## src/axim_cfg.svh

```systemverilog
// AXI burst master configuration, bus and burst field widths

`ifndef AXIM_CFG_SVH
`define AXIM_CFG_SVH

// ---------------------------------------------------------------------------
// Bus widths
// ---------------------------------------------------------------------------
`define AXIM_ADDR_W 32
`define AXIM_DATA_W 64

// ---------------------------------------------------------------------------
// Burst fields
// ---------------------------------------------------------------------------
// Beat count minus one, as on the AXI len field
`define AXIM_LEN_W  5
// Log2 of bytes per beat
`define AXIM_SIZE_W 3

`endif

```

## src/axim_pkg.sv

```systemverilog
// AXI burst master shared types, transfer state and response code

package axim_pkg;

	// Per-direction transfer state
	typedef enum logic
	{
		XFER_IDLE   = 1'b0,
		XFER_ACTIVE = 1'b1
	} xfer_state_t;

	// AXI response encoding
	// Bit 1 set marks a failed access
	typedef enum logic [1:0]
	{
		RESP_OKAY   = 2'b00,
		RESP_EXOKAY = 2'b01,
		RESP_SLVERR = 2'b10,
		RESP_DECERR = 2'b11
	} axi_resp_t;

endpackage

```

## src/axim_write_engine.sv

```systemverilog
// AXI write engine, one burst per init_write edge over the AW, W and B channels

`timescale 1ns/1ps

`include "axim_cfg.svh"

module axim_write_engine
(
	input  logic                      aclk,
	input  logic                      aresetn,
	input  logic                      init_write,
	input  logic                      write_enable,
	input  logic [`AXIM_ADDR_W-1:0]   write_start_address,
	input  logic [`AXIM_LEN_W-1:0]    write_burst_length,
	input  logic [`AXIM_SIZE_W-1:0]   write_burst_size,
	input  logic [`AXIM_DATA_W-1:0]   write_data,
	input  logic                      awready,
	input  logic                      wready,
	input  logic                      bvalid,
	input  axim_pkg::axi_resp_t       bresp,
	output logic                      awvalid,
	output logic [`AXIM_ADDR_W-1:0]   awaddr,
	output logic [`AXIM_LEN_W-1:0]    awlen,
	output logic [`AXIM_SIZE_W-1:0]   awsize,
	output logic                      wvalid,
	output logic                      wlast,
	output logic [`AXIM_DATA_W-1:0]   wdata,
	output logic                      bready,
	output logic                      tx_done,
	output logic                      start,
	output logic                      resp_err
);

	import axim_pkg::*;

	xfer_state_t               state;
	xfer_state_t               state_next;
	logic                      init_ff;
	logic                      init_pulse;
	logic                      busy;
	logic                      wnext;
	logic                      bnext;
	logic [`AXIM_LEN_W-1:0]    beat_idx;

	assign init_pulse = init_write && !init_ff;
	assign busy       = (state == XFER_ACTIVE);

	// Burst fields follow the request inputs
	assign awaddr = write_start_address;
	assign awlen  = write_burst_length;
	assign awsize = write_burst_size;
	assign wdata  = write_data;

	// ------------------------------------------------------------------------
	// Start edge and state machine
	// ------------------------------------------------------------------------
	always_ff @(posedge aclk)
	begin
		if (!aresetn)
		begin
			init_ff <= 1'b0;
			start   <= 1'b0;
			state   <= XFER_IDLE;
		end
		else
		begin
			init_ff <= init_write;
			start   <= init_pulse;
			state   <= state_next;
		end
	end

	always_comb
	begin
		state_next = state;
		case (state)
			XFER_IDLE:
			begin
				if (init_pulse)
					state_next = XFER_ACTIVE;
			end
			XFER_ACTIVE:
			begin
				// A fresh edge restarts the burst
				if (tx_done && !init_pulse)
					state_next = XFER_IDLE;
			end
			default:
				state_next = XFER_IDLE;
		endcase
	end

	// ------------------------------------------------------------------------
	// Write address channel
	// ------------------------------------------------------------------------
	always_ff @(posedge aclk)
	begin
		if (!aresetn)
			awvalid <= 1'b0;
		else if (init_pulse)
			awvalid <= 1'b0;
		else if (start)
			awvalid <= 1'b1;
		else if (awready)
			awvalid <= 1'b0;
	end

	// ------------------------------------------------------------------------
	// Write data channel
	// ------------------------------------------------------------------------
	assign wnext = wvalid && wready && write_enable;
	assign wlast = wvalid && (beat_idx == write_burst_length);

	always_ff @(posedge aclk)
	begin
		if (!aresetn)
		begin
			wvalid   <= 1'b0;
			beat_idx <= '0;
		end
		else if (init_pulse || start)
		begin
			wvalid   <= start;
			beat_idx <= '0;
		end
		else if (wnext)
		begin
			if (wlast)
				wvalid <= 1'b0;
			else
				beat_idx <= beat_idx + 1'b1;
		end
	end

	// ------------------------------------------------------------------------
	// Write response channel
	// ------------------------------------------------------------------------
	assign bnext    = bvalid && bready;
	assign resp_err = bnext && bresp[1];

	// Single-cycle bready after bvalid is seen
	always_ff @(posedge aclk)
	begin
		if (!aresetn)
			bready <= 1'b0;
		else if (init_pulse || bready)
			bready <= 1'b0;
		else if (busy && bvalid)
			bready <= 1'b1;
	end

	always_ff @(posedge aclk)
	begin
		if (!aresetn)
			tx_done <= 1'b0;
		else if (init_pulse)
			tx_done <= 1'b0;
		else if (bnext)
			tx_done <= 1'b1;
	end

endmodule

```

## src/axim_read_engine.sv

```systemverilog
// AXI read engine, one burst per init_read edge over the AR and R channels

`timescale 1ns/1ps

`include "axim_cfg.svh"

module axim_read_engine
(
	input  logic                      aclk,
	input  logic                      aresetn,
	input  logic                      init_read,
	input  logic                      read_enable,
	input  logic [`AXIM_ADDR_W-1:0]   read_start_address,
	input  logic [`AXIM_LEN_W-1:0]    read_burst_length,
	input  logic [`AXIM_SIZE_W-1:0]   read_burst_size,
	input  logic                      arready,
	input  logic                      rvalid,
	input  logic                      rlast,
	input  axim_pkg::axi_resp_t       rresp,
	output logic                      arvalid,
	output logic [`AXIM_ADDR_W-1:0]   araddr,
	output logic [`AXIM_LEN_W-1:0]    arlen,
	output logic [`AXIM_SIZE_W-1:0]   arsize,
	output logic                      rready,
	output logic                      rx_done,
	output logic                      start,
	output logic                      resp_err
);

	import axim_pkg::*;

	xfer_state_t state;
	xfer_state_t state_next;
	logic        init_ff;
	logic        init_pulse;
	logic        busy;
	logic        rnext;

	assign init_pulse = init_read && !init_ff;
	assign busy       = (state == XFER_ACTIVE);

	assign araddr = read_start_address;
	assign arlen  = read_burst_length;
	assign arsize = read_burst_size;

	// ------------------------------------------------------------------------
	// Start edge and state machine
	// ------------------------------------------------------------------------
	always_ff @(posedge aclk)
	begin
		if (!aresetn)
		begin
			init_ff <= 1'b0;
			start   <= 1'b0;
			state   <= XFER_IDLE;
		end
		else
		begin
			init_ff <= init_read;
			start   <= init_pulse;
			state   <= state_next;
		end
	end

	always_comb
	begin
		state_next = state;
		case (state)
			XFER_IDLE:
			begin
				if (init_pulse)
					state_next = XFER_ACTIVE;
			end
			XFER_ACTIVE:
			begin
				if (rx_done && !init_pulse)
					state_next = XFER_IDLE;
			end
			default:
				state_next = XFER_IDLE;
		endcase
	end

	// ------------------------------------------------------------------------
	// Read address channel
	// ------------------------------------------------------------------------
	always_ff @(posedge aclk)
	begin
		if (!aresetn)
			arvalid <= 1'b0;
		else if (init_pulse)
			arvalid <= 1'b0;
		else if (start)
			arvalid <= 1'b1;
		else if (arready)
			arvalid <= 1'b0;
	end

	// ------------------------------------------------------------------------
	// Read data channel
	// ------------------------------------------------------------------------
	assign rnext    = rvalid && rready;
	assign resp_err = rnext && rresp[1];

	// rready lags read_enable by one cycle
	always_ff @(posedge aclk)
	begin
		if (!aresetn)
			rready <= 1'b0;
		else if (init_pulse || !read_enable)
			rready <= 1'b0;
		else if (rnext && rlast)
			rready <= 1'b0;
		else if (busy && rvalid && !rx_done)
			rready <= 1'b1;
	end

	always_ff @(posedge aclk)
	begin
		if (!aresetn)
			rx_done <= 1'b0;
		else if (init_pulse)
			rx_done <= 1'b0;
		else if (rnext && rlast)
			rx_done <= 1'b1;
	end

endmodule

```

## src/axim_error_tracker.sv

```systemverilog
// Sticky response error flag, set by either engine and cleared on either start

`timescale 1ns/1ps

module axim_error_tracker
(
	input  logic aclk,
	input  logic aresetn,
	input  logic write_start,
	input  logic read_start,
	input  logic write_resp_err,
	input  logic read_resp_err,
	output logic error
);

	logic any_start;
	logic any_err;

	assign any_start = write_start || read_start;
	assign any_err   = write_resp_err || read_resp_err;

	// ------------------------------------------------------------------------
	// Error flag
	// ------------------------------------------------------------------------
	// A new burst wins over a response in the same cycle
	always_ff @(posedge aclk)
	begin
		if (!aresetn)
			error <= 1'b0;
		else if (any_start)
			error <= 1'b0;
		else if (any_err)
			error <= 1'b1;
	end

endmodule

```

## src/axim_top.sv

```systemverilog
// AXI4 burst master top level, write and read engines with a shared error flag

`timescale 1ns/1ps

`include "axim_cfg.svh"

module axim_top
(
	input  logic                      aclk,
	input  logic                      aresetn,
	// Request side
	input  logic                      init_write,
	input  logic                      init_read,
	input  logic                      write_enable,
	input  logic                      read_enable,
	input  logic [`AXIM_ADDR_W-1:0]   write_start_address,
	input  logic [`AXIM_ADDR_W-1:0]   read_start_address,
	input  logic [`AXIM_LEN_W-1:0]    write_burst_length,
	input  logic [`AXIM_LEN_W-1:0]    read_burst_length,
	input  logic [`AXIM_SIZE_W-1:0]   write_burst_size,
	input  logic [`AXIM_SIZE_W-1:0]   read_burst_size,
	input  logic [`AXIM_DATA_W-1:0]   write_data,
	output logic                      tx_done,
	output logic                      rx_done,
	output logic                      error,
	// AXI write channels
	output logic [`AXIM_ADDR_W-1:0]   awaddr,
	output logic [`AXIM_LEN_W-1:0]    awlen,
	output logic [`AXIM_SIZE_W-1:0]   awsize,
	output logic                      awvalid,
	input  logic                      awready,
	output logic [`AXIM_DATA_W-1:0]   wdata,
	output logic                      wlast,
	output logic                      wvalid,
	input  logic                      wready,
	input  axim_pkg::axi_resp_t       bresp,
	input  logic                      bvalid,
	output logic                      bready,
	// AXI read channels
	output logic [`AXIM_ADDR_W-1:0]   araddr,
	output logic [`AXIM_LEN_W-1:0]    arlen,
	output logic [`AXIM_SIZE_W-1:0]   arsize,
	output logic                      arvalid,
	input  logic                      arready,
	input  axim_pkg::axi_resp_t       rresp,
	input  logic                      rlast,
	input  logic                      rvalid,
	output logic                      rready
);

	logic write_start;
	logic read_start;
	logic write_resp_err;
	logic read_resp_err;

	axim_write_engine i_write_engine
	(
		.aclk                (aclk),
		.aresetn             (aresetn),
		.init_write          (init_write),
		.write_enable        (write_enable),
		.write_start_address (write_start_address),
		.write_burst_length  (write_burst_length),
		.write_burst_size    (write_burst_size),
		.write_data          (write_data),
		.awready             (awready),
		.wready              (wready),
		.bvalid              (bvalid),
		.bresp               (bresp),
		.awvalid             (awvalid),
		.awaddr              (awaddr),
		.awlen               (awlen),
		.awsize              (awsize),
		.wvalid              (wvalid),
		.wlast               (wlast),
		.wdata               (wdata),
		.bready              (bready),
		.tx_done             (tx_done),
		.start               (write_start),
		.resp_err            (write_resp_err)
	);

	axim_read_engine i_read_engine
	(
		.aclk                (aclk),
		.aresetn             (aresetn),
		.init_read           (init_read),
		.read_enable         (read_enable),
		.read_start_address  (read_start_address),
		.read_burst_length   (read_burst_length),
		.read_burst_size     (read_burst_size),
		.arready             (arready),
		.rvalid              (rvalid),
		.rlast               (rlast),
		.rresp               (rresp),
		.arvalid             (arvalid),
		.araddr              (araddr),
		.arlen               (arlen),
		.arsize              (arsize),
		.rready              (rready),
		.rx_done             (rx_done),
		.start               (read_start),
		.resp_err            (read_resp_err)
	);

	axim_error_tracker i_error_tracker
	(
		.aclk                (aclk),
		.aresetn             (aresetn),
		.write_start         (write_start),
		.read_start          (read_start),
		.write_resp_err      (write_resp_err),
		.read_resp_err       (read_resp_err),
		.error               (error)
	);

endmodule

```

## config.mk

```make
export PLATFORM = sky130hd
export DESIGN_NAME = axim_top
export DESIGN_NICKNAME = d
export VERILOG_FILES = /design/src/axim_pkg.sv /design/src/axim_write_engine.sv /design/src/axim_read_engine.sv /design/src/axim_error_tracker.sv /design/src/axim_top.sv
export VERILOG_INCLUDE_DIRS = /design/src /design/src/src
export SDC_FILE = /design/constraint.sdc
export NUM_CORES = 1
export LEC_CHECK = 0
export BUFFER_PORTS_ARGS = -buffer_cell sky130_fd_sc_hd__buf_2
export CAP_MARGIN = 0
export CORE_AREA = 10 10 114 116
export CTS_CLUSTER_SIZE = 25
export DETAILED_ROUTE_END_ITERATION = 16
export DIE_AREA = 0 0 124 126
export GPL_TIMING_DRIVEN = 0
export SLEW_MARGIN = 20
export SYNTH_ARGS = -nofsm -noshare
export SYNTH_HDL_FRONTEND = slang
export SYNTH_HIERARCHICAL = 1
export SYNTH_SLANG_ARGS = --single-unit
```

## constraint.sdc

```tcl
create_clock -name aclk -period 2.8 [get_ports aclk]
set_input_delay 0 -clock aclk [delete_from_list [all_inputs] [get_ports aclk]]
set_output_delay 0 -clock aclk [all_outputs]
set_load 0.01 [all_outputs]
```

==> results by group <==
STA
  • Hold Worst Slack: 0.007496 ns
  • Finish-stage setup viols: 0
  • Hold Violations, Final: 0
  • Worst-Margin Slew: 0.6059 ns
  • Final Cycle Share: 55.90%
  • Setup TNS: 0 ns
  • Max Fclk: 638.9 MHz
  • Max-slew violation count: 0
  • RSZ-0062 raised after global routing: no
  • Worst relative slew slack: 59.43%
  • Worst Skew: 0.003087 ns
  • Tmin final: 1.565 ns

Synthesis
  • Synth area leaders: buf_4, dfxtp_1, xor2_1, mux2i_1, nand2b_1
  • Seq/Total Area, Yosys: 19.82%
  • Post-synth top flop: dfxtp_1
  • Top cell type's share of synthesized area: 56.32%
  • EDFF count, synth: 0
  • Net count of the mapped netlist: 394
  • Synth cell types: 32
  • Yosys warns: 6
  • Async SR Flop Fraction: 0%
  • Cells after Synth: 233
  • Biggest area consumer among synthesized cells: buf_4
  • Synthesized area per cell: 8.238 um^2
  • Netlist Area Pre-Place: 0.001919 mm^2
  • Register bit total from synthesis: 19

Finish
  • Fin nets: 572
  • Most common cell after layout, fill and taps aside: buf_2
  • Commonest non-fill, non-tap cells in the layout: buf_2, buf_4, dfxtp_1
  • Fin cells: 551
  • Filler cells: 1164
  • Share of layout cells above drive strength 1: 79.76%
  • Area growth syn-to-layout: 57.30%
  • Most flops, register: i_write_engine/beat_idx
  • Largest register FFs: 5

Power
  • Tot Pwr: 0.0008471 W
  • Pwr dens: 280.6 mW/mm^2
  • Worst vdd ir: 0.1930 mV
  • Leak: 1.748 nW

Global route
  • Largest net degree at the start of global routing: 12
  • Congestion Overflow GR: 0
  • Vias in the first global route: 2182
  • First-pass GRT wire length: 11.68 mm
  • Initial antenna violation count: 1
  • All-Layer GR Usage: 9.334%

Floorplan
  • Die X-Extent: 124 um
  • Die Y-Extent: 126 um
  • # rows: 38
  • Core area: 0.01070 mm^2
  • Ports: 313
  • DIE AREA: 0.01562 mm^2
  • Starting density of the core: 17.94%

Clock network
  • Clock Sinks: 19
  • H-tree depth: 1
  • Worst skew pair latency: 0.25 ns
  • Clock slew at reported path FFs: 0.07 ns
  • Num CTS Buffers: 3
  • Post-CTS Setup Bufs: 0
  • Clock tree buffer depth: 2
  • CTS tree: done
  • Post-cts gate resize count: 0
  • CTS root buffer: clkbuf_8

Worst setup path
  • Critical Setup Path Class: flop to output pin
  • R2R Path Start: i_write_engine/beat_idx[0]
  • CP bufs+invs: 1
  • Worst path depth: 4
  • Crit path capture type: output pin
  • Crit path max-delay cell type: nor2_1
  • CP delay by family, top: simple AND/OR/NAND/NOR gates
  • CP startpoint kind: flop
  • R2R depth: 4
  • Crit-path max cell delay: 0.39 ns
  • Worst-path fanout max: 7
  • CP Launch Point: i_write_engine/beat_idx[2]
  • CP Data Required Time: 2.80 ns
  • Data arrival, critical path: 1.57 ns
  • Worst-path cell chain: xor2_1, nor2_1, and3_2, buf_2

Route
  • Routed vias: 1966
  • DRT Wirelength: 8.715 mm
  • First-pass iteration count of the detailed router: 4
  • Routed len/inst: 15.82 um
  • Drt initial violations: 22
  • Routed Antenna Nets: 0
  • Final routed DRC violation total: 0
  • Vias per Instance: 3.568

Run
  • Max cap viols: 0

Worst hold path
  • Worst hold path startpoint: init_read
  • Hold depth: 2
  • Hold/Removal Path Class: input port to flop

Placement
  • DP Cell Count: 544
  • Post-detail-place hpwl: 8.242 mm
  • PortBufs: 171
  • Final GP Congestion: 0.8472

Run status
  • Status: completed
==> Yosys cell counts, drive strengths merged (2+ instances only) <==
cell    count
nand4       2
nand3       5
mux2i       4
and2        2
and3        3
xor2        5
nand2b      6
a21oi       6
nor3        3
dfxtp      19
a211oi      2
inv         6
nor2        4
nand2       9
buf       144
==> worst reg2reg max path: stages, from the launching register on <==
cell and delay, ns:
dfxtp_1 0.36, xor2_1 0.18, nor3_2 0.40, nand4_1 0.15
a32o_1 0.27
==> power by group <==
group / switching (W) / internal, W / total, W / leakage, nW
clock: 0.0000872 / 0.0000987 / 0.000186 / 0.0255
sequential: 0.00000592 / 0.000279 / 0.000285 / 0.155
combinational: 0.000155 / 0.000222 / 0.000377 / 1.57
total: 0.000248 / 0.000599 / 0.000847 / 1.75
==> per-stage QoR <==
step / setup slack [ns] / utilization, % / area, um^2
5_1_grt: 1.147 / 28.22 / 3019
3_5_place_dp: 1.339 / 27.58 / 2950
6_report: 1.235 / 28.22 / 3019
4_1_cts: 1.228 / 28.20 / 3017
3_3_place_gp: 1.339 / 27.58 / 2950
2_1_floorplan: 1.517 / - / 1919
==> metal layers <==
layer | part of all wire [%] | GRT usage (%) | wire [um]
met5 | 0 | 0 | 0
met4 | 0.28 | 2.304 | 24
met3 | 15 | 3.575 | 1295
met2 | 59 | 20.27 | 5136
met1 | 26 | 7.002 | 2258
==> logic make-up (layout without fill, tap and decap cells) <==
family / after synthesis / after routing / share of synthesized area (%)
buf+inv: 150 / 327 / 57.50
simple gates: 41 / 41 / 13.17
flops: 19 / 19 / 19.82
compound gates: 13 / 13 / 4.498
xor+xnor: 5 / 5 / 2.282
mux: 4 / 4 / 2.086
fa+ha+maj: 1 / 1 / 0.6518
other cells: 0 / 1 / 0
==> cell type report <==
class,instances,area (um^2),share of cell area (%)
Clock inverter,1,5.005,0.1658
Inverter,6,22.52,0.7460
Buffer,144,1081,35.81
Timing Repair Buffer,173,875.8,29.01
Antenna cell,1,2.502,0.08288
Multi-Input combinational cell,64,435.4,14.42
Clock buffer,3,41.29,1.368
Tap cell,140,175.2,5.802
Sequential cell,19,380.4,12.60
==> path summary, 6_finish.rpt <==
check,to,slack (ns)
worst min register to register,i_write_engine/start,0.40
worst min-delay path,i_read_engine/init_ff,0.007
worst max register to register,i_write_engine/wvalid,1.33
worst max-delay path,wlast,1.23
==> repair_timing <==
item                                    CTS  global route
hold endpoints to repair                  2             0
hold buffers                              2             0
endpoints found under the setup margin    0             0
No activity file was read; power rests on OpenSTA's default activity.
